--- src/verilog/boardcfg_pkg.sv ---
package boardcfg_pkg;

	typedef logic [31:0] word_t;	// Host register word
	typedef logic [7:0] led_t;	// Board LED vector

	// Control register layout, LSB first from led_pattern
	typedef struct packed {
		logic [19:0] reserved;
		logic soft_reset;	// Self-clearing, never stored
		logic capture_hold;	// Freezes both ADC channels
		logic [1:0] led_mode;	// 0 pattern, 1 heartbeat, 2 adc0 msbs, 3 off
		led_t led_pattern;
	} ctrl_fields_t;

	// A written word seen either as plain data or as control fields
	typedef union packed {
		word_t raw;
		ctrl_fields_t ctrl;
	} reg_word_u;

	// Word addresses on the host bus
	localparam logic [7:0] ADDR_ID = 8'd0;
	localparam logic [7:0] ADDR_CTRL = 8'd1;
	localparam logic [7:0] ADDR_SCRATCH = 8'd2;
	localparam logic [7:0] ADDR_ADC0_LAST = 8'd3;
	localparam logic [7:0] ADDR_ADC1_LAST = 8'd4;
	localparam logic [7:0] ADDR_ADC0_COUNT = 8'd5;
	localparam logic [7:0] ADDR_ADC1_COUNT = 8'd6;
	localparam logic [7:0] ADDR_STATUS = 8'd7;
	localparam logic [7:0] ADDR_FREQ_BASE = 8'd8;	// One word per measured input

	localparam word_t BOARD_ID = 32'hB0C5_0102;	// Constant board identification
	localparam word_t DEAD_WORD = 32'hDEAD_BEEF;	// Unmapped addresses

	// Pattern, mode and hold are kept; soft_reset and reserved read back 0
	localparam word_t CTRL_WRITABLE_MASK = 32'h0000_07FF;

	localparam int SAMPLE_WIDTH = 16;	// ADC sample width

endpackage

--- src/verilog/reset_stretch.sv ---
module reset_stretch #(
	parameter int SRWIDTH = 4
) (
	input logic hw,
	input logic reset,
	input logic soft_reset_pulse,
	output logic sys_reset
);

	logic [SRWIDTH-1:0] stretch;	// Ones fill in, zeros drain out
	logic any_reset;

	assign any_reset = reset | soft_reset_pulse;	// Either source restarts the hold

	always_ff @(posedge hw) begin
		if (any_reset) begin
			stretch <= '1;	// Load the whole chain
		end else begin
			stretch <= stretch << 1;	// Drain one stage per cycle
		end
	end

	// Last stage is the clean system reset
	assign sys_reset = stretch[SRWIDTH-1];

endmodule

--- src/verilog/freq_meter_bank.sv ---
module freq_meter_bank import boardcfg_pkg::*; #(
	parameter int NCLK = 4,
	parameter int GATE_CYCLES = 512
) (
	input logic hw,
	input logic sys_reset,
	input logic [NCLK-1:0] meas_in,
	output word_t freq_counts [NCLK],
	output logic freq_ready
);

	localparam int GW = (GATE_CYCLES > 1) ? $clog2(GATE_CYCLES) : 1;
	localparam logic [GW-1:0] GATE_LAST = GW'(GATE_CYCLES - 1);

	logic [NCLK-1:0] sync1;	// First synchronizer stage
	logic [NCLK-1:0] sync2;	// Second stage, safe to use
	logic [NCLK-1:0] prev;	// Delayed copy for edge detect
	logic [NCLK-1:0] rise;
	logic [GW-1:0] gate_cnt;	// Shared window timer
	logic gate_end;
	word_t edge_cnt [NCLK];

	// Two-flop synchronizer then rising-edge detect
	always_ff @(posedge hw) begin
		if (sys_reset) begin
			sync1 <= '0;
			sync2 <= '0;
			prev <= '0;
		end else begin
			sync1 <= meas_in;
			sync2 <= sync1;
			prev <= sync2;
		end
	end

	assign rise = sync2 & ~prev;

	// Gate timer restarts when sys_reset drops
	always_ff @(posedge hw) begin
		if (sys_reset) begin
			gate_cnt <= '0;
		end else if (gate_end) begin
			gate_cnt <= '0;
		end else begin
			gate_cnt <= gate_cnt + 1'b1;
		end
	end

	assign gate_end = (gate_cnt == GATE_LAST);	// Last cycle of the window

	// Per-input counters, latched and restarted at the end of each window
	always_ff @(posedge hw) begin
		if (sys_reset) begin
			for (int i = 0; i < NCLK; i++) begin
				edge_cnt[i] <= '0;
				freq_counts[i] <= '0;
			end
		end else begin
			for (int i = 0; i < NCLK; i++) begin
				if (gate_end) begin
					freq_counts[i] <= edge_cnt[i];	// Publish this window
					edge_cnt[i] <= word_t'(rise[i]);	// Edge in the boundary cycle goes to next window
				end else if (rise[i] && (edge_cnt[i] != '1)) begin
					edge_cnt[i] <= edge_cnt[i] + 1'b1;	// Saturates at all ones
				end
			end
		end
	end

	// Sticky once the first result is out
	always_ff @(posedge hw) begin
		if (sys_reset) begin
			freq_ready <= 1'b0;
		end else if (gate_end) begin
			freq_ready <= 1'b1;
		end
	end

endmodule

--- src/verilog/sample_capture.sv ---
module sample_capture import boardcfg_pkg::*; (
	input logic hw,
	input logic sys_reset,
	input logic capture_hold,
	input logic [SAMPLE_WIDTH-1:0] adc0_data,
	input logic adc0_valid,
	input logic [SAMPLE_WIDTH-1:0] adc1_data,
	input logic adc1_valid,
	output logic [SAMPLE_WIDTH-1:0] adc0_last,
	output logic [SAMPLE_WIDTH-1:0] adc1_last,
	output word_t adc0_count,
	output word_t adc1_count
);

	logic [SAMPLE_WIDTH-1:0] data_in [2];	// Both channels as one array
	logic [1:0] valid_in;
	logic [SAMPLE_WIDTH-1:0] last_q [2];
	word_t count_q [2];

	assign data_in[0] = adc0_data;
	assign data_in[1] = adc1_data;
	assign valid_in = {adc1_valid, adc0_valid};

	// Same logic for each channel, hold freezes both
	always_ff @(posedge hw) begin
		if (sys_reset) begin
			for (int ch = 0; ch < 2; ch++) begin
				last_q[ch] <= '0;
				count_q[ch] <= '0;
			end
		end else if (!capture_hold) begin
			for (int ch = 0; ch < 2; ch++) begin
				if (valid_in[ch]) begin
					last_q[ch] <= data_in[ch];	// Keep newest sample
					count_q[ch] <= count_q[ch] + 1'b1;	// Wraps
				end
			end
		end
	end

	assign adc0_last = last_q[0];
	assign adc1_last = last_q[1];
	assign adc0_count = count_q[0];
	assign adc1_count = count_q[1];

endmodule

--- src/verilog/cfg_regs.sv ---
module cfg_regs import boardcfg_pkg::*; #(
	parameter int NCLK = 4,
	parameter int HEARTBEAT_SHIFT = 20
) (
	input logic hw,
	input logic reset,
	input logic [7:0] reg_addr,
	input word_t reg_wdata,
	input logic reg_we,
	input logic reg_re,
	output word_t reg_rdata,
	output logic reg_rvalid,
	input word_t freq_counts [NCLK],
	input logic freq_ready,
	input logic [SAMPLE_WIDTH-1:0] adc0_last,
	input logic [SAMPLE_WIDTH-1:0] adc1_last,
	input word_t adc0_count,
	input word_t adc1_count,
	output logic capture_hold,
	output logic soft_reset_pulse,
	output led_t leds
);

	reg_word_u wr_word;	// Incoming write, seen both ways
	reg_word_u ctrl_q;	// Stored control word, masked
	word_t scratch_q;
	word_t rd_mux;
	logic [HEARTBEAT_SHIFT+7:0] hb_cnt;	// Free-running heartbeat

	assign wr_word.raw = reg_wdata;

	// Control and scratch survive soft reset, only the board reset clears them
	always_ff @(posedge hw) begin
		if (reset) begin
			ctrl_q.raw <= '0;
			scratch_q <= '0;
			soft_reset_pulse <= 1'b0;
		end else begin
			soft_reset_pulse <= 1'b0;	// One-cycle pulse by default
			if (reg_we) begin
				if (reg_addr == ADDR_CTRL) begin
					ctrl_q.raw <= wr_word.raw & CTRL_WRITABLE_MASK;
					soft_reset_pulse <= wr_word.ctrl.soft_reset;
				end
				if (reg_addr == ADDR_SCRATCH) begin
					scratch_q <= wr_word.raw;	// Plain word, no decode
				end
			end
		end
	end

	// Read map
	always_comb begin
		case (reg_addr)
			ADDR_ID: rd_mux = BOARD_ID;
			ADDR_CTRL: rd_mux = ctrl_q.raw;
			ADDR_SCRATCH: rd_mux = scratch_q;
			ADDR_ADC0_LAST: rd_mux = word_t'(adc0_last);	// Zero-extended
			ADDR_ADC1_LAST: rd_mux = word_t'(adc1_last);
			ADDR_ADC0_COUNT: rd_mux = adc0_count;
			ADDR_ADC1_COUNT: rd_mux = adc1_count;
			ADDR_STATUS: rd_mux = {30'd0, ctrl_q.ctrl.capture_hold, freq_ready};
			default: begin
				rd_mux = DEAD_WORD;
				for (int i = 0; i < NCLK; i++) begin
					if (reg_addr == 8'(ADDR_FREQ_BASE + i)) begin
						rd_mux = freq_counts[i];	// Frequency window
					end
				end
			end
		endcase
	end

	// Reply one cycle after the read strobe
	always_ff @(posedge hw) begin
		if (reset) begin
			reg_rvalid <= 1'b0;
		end else begin
			reg_rvalid <= reg_re;
		end
	end

	always_ff @(posedge hw) begin
		if (reg_re) begin
			reg_rdata <= rd_mux;	// Latch the addressed word
		end
	end

	always_ff @(posedge hw) begin
		if (reset) begin
			hb_cnt <= '0;
		end else begin
			hb_cnt <= hb_cnt + 1'b1;
		end
	end

	assign capture_hold = ctrl_q.ctrl.capture_hold;

	// LED source select from the stored mode
	always_comb begin
		case (ctrl_q.ctrl.led_mode)
			2'd0: leds = ctrl_q.ctrl.led_pattern;
			2'd1: leds = hb_cnt[HEARTBEAT_SHIFT +: 8];	// Slow blink bits
			2'd2: leds = adc0_last[SAMPLE_WIDTH-1 -: 8];	// ADC0 msbs
			default: leds = '0;	// All off
		endcase
	end

endmodule

--- src/verilog/boardcfg_top.sv ---
module boardcfg_top import boardcfg_pkg::*; #(
	parameter int NCLK = 4,
	parameter int GATE_CYCLES = 512,
	parameter int SRWIDTH = 4,
	parameter int HEARTBEAT_SHIFT = 20
) (
	input logic hw,
	input logic reset,
	input logic [7:0] reg_addr,
	input word_t reg_wdata,
	input logic reg_we,
	input logic reg_re,
	output word_t reg_rdata,
	output logic reg_rvalid,
	input logic [NCLK-1:0] meas_in,
	input logic [SAMPLE_WIDTH-1:0] adc0_data,
	input logic adc0_valid,
	input logic [SAMPLE_WIDTH-1:0] adc1_data,
	input logic adc1_valid,
	output led_t leds
);

	logic sys_reset;	// Stretched board plus soft reset
	logic soft_reset_pulse;
	logic capture_hold;
	logic freq_ready;
	word_t freq_counts [NCLK];
	logic [SAMPLE_WIDTH-1:0] adc0_last;
	logic [SAMPLE_WIDTH-1:0] adc1_last;
	word_t adc0_count;
	word_t adc1_count;

	reset_stretch #(.SRWIDTH(SRWIDTH)) reset_stretch_inst (
		.hw(hw), .reset(reset), .soft_reset_pulse(soft_reset_pulse), .sys_reset(sys_reset)
	);

	freq_meter_bank #(.NCLK(NCLK), .GATE_CYCLES(GATE_CYCLES)) freq_meter_bank_inst (
		.hw(hw), .sys_reset(sys_reset), .meas_in(meas_in),
		.freq_counts(freq_counts), .freq_ready(freq_ready)
	);

	sample_capture sample_capture_inst (
		.hw(hw), .sys_reset(sys_reset), .capture_hold(capture_hold),
		.adc0_data(adc0_data), .adc0_valid(adc0_valid),
		.adc1_data(adc1_data), .adc1_valid(adc1_valid),
		.adc0_last(adc0_last), .adc1_last(adc1_last),
		.adc0_count(adc0_count), .adc1_count(adc1_count)
	);

	// Register bank on the board reset only
	cfg_regs #(.NCLK(NCLK), .HEARTBEAT_SHIFT(HEARTBEAT_SHIFT)) cfg_regs_inst (
		.hw(hw), .reset(reset),
		.reg_addr(reg_addr), .reg_wdata(reg_wdata), .reg_we(reg_we), .reg_re(reg_re),
		.reg_rdata(reg_rdata), .reg_rvalid(reg_rvalid),
		.freq_counts(freq_counts), .freq_ready(freq_ready),
		.adc0_last(adc0_last), .adc1_last(adc1_last),
		.adc0_count(adc0_count), .adc1_count(adc1_count),
		.capture_hold(capture_hold), .soft_reset_pulse(soft_reset_pulse), .leds(leds)
	);

endmodule

--- config.mk ---
export PLATFORM = sky130hd
export DESIGN_NAME = boardcfg_top
export DESIGN_NICKNAME = d
export VERILOG_FILES = /design/src/verilog/boardcfg_pkg.sv /design/src/verilog/reset_stretch.sv /design/src/verilog/freq_meter_bank.sv /design/src/verilog/sample_capture.sv /design/src/verilog/cfg_regs.sv /design/src/verilog/boardcfg_top.sv
export SDC_FILE = /design/constraint.sdc
export NUM_CORES = 1
export LEC_CHECK = 0
export ABC_AREA = 1
export BUFFER_PORTS_ARGS = -buffer_cell sky130_fd_sc_hd__buf_2
export CAP_MARGIN = 20
export CORE_MARGIN = 3
export CORE_UTILIZATION = 49
export CTS_CLUSTER_DIAMETER = 100
export CTS_CLUSTER_SIZE = 30
export DETAILED_ROUTE_END_ITERATION = 6
export GPL_ROUTABILITY_DRIVEN = 1
export PLACE_DENSITY_LB_ADDON = 0.2
export SETUP_SLACK_MARGIN = 0.4
export SLEW_MARGIN = 10
export SYNTH_ARGS = -nofsm -noshare
export SYNTH_HDL_FRONTEND = slang
export SYNTH_SLANG_ARGS = --single-unit
--- constraint.sdc ---
create_clock -name hw -period 3.2 [get_ports hw]
set_input_delay 0.64 -clock hw [delete_from_list [all_inputs] [get_ports hw]]
set_output_delay 0.64 -clock hw [all_outputs]
set_load 0.01 [all_outputs]
==> results of run 1 <==
==> registers in the layout, indices dropped and copies added (netlist names), 4 cells and up <==
register and cells:
freq_meter_bank_inst.edge_cnt 128, freq_meter_bank_inst.freq_counts 128, sample_capture_inst.count_q 64, cfg_regs_inst.reg_rdata 32, cfg_regs_inst.scratch_q 32, sample_capture_inst.last_q 32
cfg_regs_inst.hb_cnt 28, cfg_regs_inst.ctrl_q 11, freq_meter_bank_inst.gate_cnt 9, freq_meter_bank_inst.prev 4, freq_meter_bank_inst.sync1 4, freq_meter_bank_inst.sync2 4
reset_stretch_inst.stretch 4
==> cells in the mapped netlist, types with 12 or more instances <==
cell type	n	area share [%]
nand2_1	792	12
inv_1	431	6.6
nor2_2	15	0.38
nor2_1	554	8.4
buf_4	12	0.36
dfxtp_1	227	18
o21ai_0	146	3.0
nand4_1	35	0.89
o22ai_1	75	1.9
nor3_1	112	2.3
nand3_1	217	4.4
clkbuf_1	38	0.58
o211ai_1	23	0.70
xor2_1	56	2.0
a21oi_1	120	2.4
buf_2	38	0.77
edfxtp_1	256	31
==> worst min-delay path, delay by kind of cell <==
kind / cells / cell delay, ns
buffers and inverters: 2 / 0.14
and+or+nand+nor: 1 / 0.03
==> layout make-up <==
cell class,count,area (sq um)
diodes,1,2.50
clock buffers,30,569
clock inverters,6,78.8
fillers,4896,22700
inverters,443,1660
multi-input cells,2244,10300
flip-flops and latches,483,12200
well taps,664,831
repair buffers,156,916
==> kinds of logic after synthesis <==
group	Yosys count	synth area share (%)
xor gates and xnor gates	66	2.34
adders and majority gates	9	0.456
and+or+nand+nor	1779	30.3
buffers and inverters	537	8.67
AOI/OAI and AO/OA	389	8.71
DFF	483	49.6
==> metal layers <==
layer	up-vias	share of wire, %	track usage, %
met3	121	8.1	4.00
li1	10724	-	-
met2	967	45	46.2
met1	10508	44	41.9
met4	2	3.1	7.77
met5	-	0.014	0
==> where the power goes <==
group	leakage, nW	internal (W)	total, W	switching [W]
registers	4.79	0.00658	0.00668	0.000103
clock network	0.315	0.00131	0.00341	0.00209
logic	4.10	0.000115	0.000393	0.000278
==> worst paths after layout <==
path | start | to | slack, ns | depth (start not counted)
worst max-delay path | freq_meter_bank_inst.gate_cnt[0] | freq_meter_bank_inst.edge_cnt[2][1] | 0.57 | 10
worst max register to register | freq_meter_bank_inst.gate_cnt[0] | freq_meter_bank_inst.edge_cnt[2][1] | 0.57 | 10
worst min-delay path | meas_in[1] | freq_meter_bank_inst.sync1[1] | 0.25 | 3
worst min register to register | freq_meter_bank_inst.sync1[0] | freq_meter_bank_inst.sync2[0] | 0.42 | 2
==> metrics by stage <==
| step | util (%) | total power [W] | hold slack [ns] |
|---|---|---|---|
| floorplan | - | 0.00699 | 0.388 |
| global placement | 52.6 | 0.00720 | 0.394 |
| detailed placement | 52.6 | 0.00721 | 0.401 |
| CTS | 53.9 | 0.0105 | 0.229 |
| global route | 53.9 | 0.0108 | 0.256 |
| finish | 53.9 | 0.0105 | 0.253 |
==> implementation parameters, run 1 <==
Parameter                              Value

GRT
  Wire length of the first global-routing pass ... between 100000 and 150000 um
  Number of antenna violations at the first check in global routing ... 3
  Aggregate global routing overflow ... 0
  Overall Global Routing Usage ... between 20% and 30%
  Number of global-route vias before repair ... approximately 21000
  Pin count of the biggest net entering global routing ... 71

Synth
  Synthesized area ... 24700 sq um
  Fraction of registers with async set or reset after synthesis ... 0%
  Most used flip-flop cell after synthesis ... edfxtp_1
  Number of synthesized register bits ... just under 500
  Number of different library cells in the post-synthesis netlist ... 40
  Number of warnings issued by yosys ... 0
  Count of flip-flops with a built-in enable after synthesis ... between 200 and 300
  Syn Nets ... around 3400
  Mean area per synthesized cell ... about 7.6 sq um
  Instance count of the mapped netlist ... around 3300
  Post-synthesis sequential area ratio ... 49.6%

Placed design
  # port buffers ... approximately 120
  Place WS ... between 0.4 and 0.5 ns
  DP Area ... 26000 sq um
  Dpl cells ... ~4000
  RePlAce Congestion ... a little under 1
  Half-perimeter wire length of the detailed placement result ... roughly 60000 um

Clock tree
  CTS tree ... yes
  Clock transition at the register clock pins on the worst setup and hold paths after CTS ... around 0.11 ns
  Total setup buffers inserted after CTS ... 0
  Number of levels the H-tree was split into ... 1
  TritonCTS sink count ... just under 500
  Hold bufs inserted after CTS ... 0
  Clock root cell ... clkbuf_16
  Clk_lat worst skew ... 0.60 ns
  Post-CTS Resized ... 0
  Buffer depth of the longest clock path ... 3
  Total clock buffers created by CTS ... 21

Status
  Run status ... finished, final reports clean

Power and ir drop
  Leak ... between 9 and 10 nW
  Max rail drop VDD ... 0.000485 V
  Pwr dens ... 394 nW/um^2

Critical path
  Crit path max-delay cell type ... buf_4
  CP endpoint kind ... flip-flop
  Worst Setup Start Kind ... flip-flop
  Critical path type ... reg2reg
  Largest fanout on the critical path ... 32
  Cell class contributing the biggest share of worst-path delay ... simple AND/OR/NAND/NOR gates
  Worst path arrival time ... about 2.9 ns
  Buffering stage count on the worst path with inverters included ... 3
  Ordered list of cells on the worst path ... ha_1 -> nand2_1 -> inv_1 -> nand4_1 -> nor3b_1 -> ha_1 -> inv_1 -> nand4_2 -> nand2_1 -> buf_4
  Data required, critical path ... about 3.4 ns
  Worst path max stage delay ... between 0.4 and 0.5 ns

Detailed routing
  Total wire length after detailed routing ... between 70000 and 80000 um
  DRC violation count after routing ... 0
  Drt initial violations ... about 2500
  Routed WL per cell ... 19.7 um
  Via density per instance ... about 5.5
  Total via count in the routed design ... 22322
  Count of TritonRoute iterations in the first routing pass ... 6
  Number of nets with antenna violations after routing ... 0

STA
  Tightest Pin Transition ... 1.03 ns
  Final Critical Period ... around 2.6 ns
  Worst clock skew ... approximately 0.045 ns
  Worst Setup Slack, final ... between 0.5 and 0.6 ns
  Maximum operating frequency ... 0.380 GHz
  Setup repair after global routing missed its margin ... yes
  Final sum of negative setup slack ... 0 ns
  Headroom to the max-slew limit ... between 30% and 40%
  Part of the cycle the worst path needs ... just over 80%
  Slew Limit Fails ... 0
  Setup-violating endpoint count in the final report ... 0
  Number of hold-slack violations in the final timing report ... 0

Worst hold path
  Path type of the worst min-delay path ... in2reg

Floorplan
  Core box area ... about 49000 sq um
  Initial Util ... about 50%
  Die X ... 230 um
  Total Die Area ... 53100 sq um
  Die extent in y ... about 230 um
  Site Rows ... a little over 80
  I/O pin cnt ... about 120

Layout
  Fraction of layout cells with a size suffix above 1 ... 7.47%
  Final Instance Area ... approximately 27000 sq um
  Highest-count cells in the layout ignoring fill and taps ... nand2_1 (790), nor2_1 (554), inv_1 (430), edfxtp_1 (256), dfxtp_1 (227)
  Post-layout net count ... between 3000 and 4000
  Area Growth Syn to Fin ... 7.85%
  Commonest non-fill, non-tap cell in the layout ... nand2_1
  Non-filler cells, final ... roughly 4000

Run
  Number of violations of the max-capacitance limit ... 0
(Power assumes the default switching activity.)
==> run 2: changes to the inputs <==
- clock period: 3.2 -> 2.75 ns (I/O delays scaled with it)
==> run 2 against run 1 <==
The flow now finishes with violations (DRC). Largest cell class unchanged. Non-clock buffer count up 23. Sequential share of layout area fell by 0.61 points. Clock power is 18% higher. Clock skew shrank 0.014 ns. Highest routed layer is now met4. Critical path depth grew 1. First-iteration DRC count decreased by 12%. Total power rose by 17%. Via count is essentially flat.
==> implementation parameters, run 2 (synthesized netlist as in run 1, its figures left out) <==
Parameter                              Value

Floorplan
  Initial Util ... between 50% and 60%
  I/O pin cnt ... around 120
  Total Die Area ... roughly 53000 sq um
  Site Rows ... 81
  Core box area ... 49400 sq um
  Die extent in y ... 230 um
  Die X ... between 200 and 250 um

Clock tree
  Clock transition at the register clock pins on the worst setup and hold paths after CTS ... roughly 0.11 ns
  Total clock buffers created by CTS ... 21
  Number of levels the H-tree was split into ... 1
  Clock root cell ... clkbuf_16
  TritonCTS sink count ... between 400 and 500
  CTS tree ... yes
  Buffer depth of the longest clock path ... 3
  Clk_lat worst skew ... around 0.6 ns
  Hold bufs inserted after CTS ... 0

Placed design
  RePlAce Congestion ... 0.992
  # port buffers ... around 120
  DP Area ... roughly 26000 sq um
  Half-perimeter wire length of the detailed placement result ... between 60000 and 70000 um

STA
  Slew Limit Fails ... 0
  Headroom to the max-slew limit ... about two fifths
  Setup repair after global routing missed its margin ... yes
  Final sum of negative setup slack ... 0 ns
  Maximum operating frequency ... ~0.44 GHz
  Number of hold-slack violations in the final timing report ... 0
  Part of the cycle the worst path needs ... between 80 and 90%
  Final Hold Slack ... about 0.18 ns
  Tightest Pin Transition ... 0.878 ns
  Setup-violating endpoint count in the final report ... 0
  Final Critical Period ... 2.28 ns
  Worst clock skew ... about 0.031 ns

Worst hold path
  Min-Delay Startpoint ... meas_in[2]
  Hold Path Cell Cnt ... 3
  Path type of the worst min-delay path ... in2reg
  Hold worst-path end ... freq_meter_bank_inst.sync1[2]

Critical path
  Reg-to-reg setup timing slack ... approximately 0.47 ns
  Buffering stage count on the worst path with inverters included ... 3
  Launch instance of the worst register-to-register path ... freq_meter_bank_inst.gate_cnt[0]
  Worst Setup Start Kind ... flip-flop
  R2r endpoint ... freq_meter_bank_inst.edge_cnt[3][27]
  Ordered list of cells on the worst path ... ha_1 -> nand2_1 -> inv_1 -> nand4_1 -> nor3b_2 -> ha_2 -> nor2_4 -> buf_6 -> nand3_2 -> nand2_2 -> buf_12
  Largest fanout on the critical path ... 32
  Cell count of the worst reg-to-reg path ... 11
  Cell class contributing the biggest share of worst-path delay ... simple AND/OR/NAND/NOR gates
  Worst path arrival time ... around 2.6 ns
  Data required, critical path ... between 3 and 4 ns
  Crit path max-delay cell type ... dfxtp_2
  CP endpoint kind ... flip-flop
  Worst path max stage delay ... 0.34 ns
  Critical path type ... reg2reg
  Cell count along the critical path ... 11

Detailed routing
  Count of TritonRoute iterations in the first routing pass ... 7
  DRC violation count after routing ... 1
  Total via count in the routed design ... approximately 22000
  Via density per instance ... between 5 and 6
  Routed WL per cell ... around 20 um
  Total wire length after detailed routing ... 80100 um
  Drt initial violations ... between 2000 and 2500
  Number of nets with antenna violations after routing ... 0

Layout
  Area Growth Syn to Fin ... 9.31%
  Highest-count cells in the layout ignoring fill and taps ... nand2_1 (785), nor2_1 (552), inv_1 (430), edfxtp_1 (256), dfxtp_1 (226)
  Fraction of layout cells with a size suffix above 1 ... under 10%
  Final Instance Area ... roughly 27000 sq um
  Largest regs ... freq_meter_bank_inst.edge_cnt: 128 flops, freq_meter_bank_inst.freq_counts: 128 flops, sample_capture_inst.count_q: 64 flops
  Post-layout net count ... 3462
  Commonest non-fill, non-tap cell in the layout ... nand2_1
  Filler cell count ... ~4800

Power and ir drop
  Total power after layout ... approximately 0.012 W
  Sw frac ... 23.6%
  Pwr dens ... approximately 450 nW/um^2
  Internal Dissipation ... ~0.0094 W
  Seq pwr share ... a little under two thirds
  Clk pwr share ... 32.7%
  Switching power of the nets ... 0.00289 W
  Max rail drop VDD ... around 0.00054 V
  Combinational cell fraction of total power ... 3.8%
  Leak ... around 9.4 nW

GRT
  Number of antenna violations at the first check in global routing ... 1
  Aggregate global routing overflow ... 0
  Overall Global Routing Usage ... 29.1%
  Pin count of the biggest net entering global routing ... around 110
  Number of global-route vias before repair ... 20983
  Wire length of the first global-routing pass ... between 100000 and 150000 um

Run
  Number of violations of the max-capacitance limit ... 0

Status
  Run status ... complete, but fails checks
  Violated checks ... DRC
## run 2: power by group through the flow
| stage | Clock, W | Sequential (W) | Combinational [W] |
|---|---|---|---|
| final | 0.00401 | 0.00777 | 0.000471 |
| after global routing | 0.00429 | 0.00779 | 0.000516 |
| after CTS | 0.00408 | 0.00777 | 0.000465 |
| after detailed placement | 0 | 0.00793 | 0.000463 |
| after global placement | 0 | 0.00793 | 0.000458 |
| after floorplan | 0 | 0.00789 | 0.000241 |
## run 2: metal layers
layer | global-route usage, % | wire length, um | vias to the layer above
li1 | - | - | 10753
met1 | 41.4 | 35100 | 10499
met2 | 45.2 | 35000 | 922
met3 | 4.73 | 6690 | 134
met4 | 9.78 | 3220 | 0
met5 | 0 | 0 | -
## run 2: how the worst max path moves through the flow
stage | to | start | slack [ns]
2_1_floorplan | freq_meter_bank_inst.edge_cnt[0][0] | freq_meter_bank_inst.gate_cnt[0] | 0.37
3_3_place_gp | cfg_regs_inst.reg_rdata[23] | reg_addr[5] | 0.31
3_5_place_dp | cfg_regs_inst.reg_rdata[23] | reg_addr[5] | 0.26
4_1_cts | freq_meter_bank_inst.edge_cnt[3][0] | freq_meter_bank_inst.gate_cnt[0] | 0.41
5_1_grt | freq_meter_bank_inst.edge_cnt[3][22] | freq_meter_bank_inst.gate_cnt[0] | 0.35
6_report | freq_meter_bank_inst.edge_cnt[3][27] | freq_meter_bank_inst.gate_cnt[0] | 0.47
## run 2: final cells by class
cell class / count / area, sq um / share of cell area, %
Antenna cell: 2 / 5.00 / 0.0185
Clock buffer: 31 / 586 / 2.17
Clock inverter: 6 / 66.3 / 0.246
Inverter: 443 / 1670 / 6.17
Multi-Input combinational cell: 2243 / 10400 / 38.4
Sequential cell: 483 / 12200 / 45.3
Tap cell: 664 / 831 / 3.08
Timing Repair Buffer: 179 / 1230 / 4.57
## run 2: through the flow
step / std cells / setup slack [ns] / utilization, %
2_1_floorplan: 3263 / 0.366 / -
3_3_place_gp: 4006 / 0.309 / 53.1
3_5_place_dp: 4006 / 0.261 / 53.1
4_1_cts: 4043 / 0.408 / 54.4
5_1_grt: 4049 / 0.350 / 54.7
6_report: 4051 / 0.470 / 54.7
## run 2: tightest hold or removal path, cell delays in order
cell and delay, ns:
buf_2 0.09, inv_1 0.04, nor2_1 0.03
## run 2: timing repair
action,4_1_cts,5_1_grt
pin swaps,0,3
endpoints found under the hold margin,0,0
buffers inserted,0,3
cloned,0,3
endpoints found under the setup margin,8,368
resized for setup,2,13
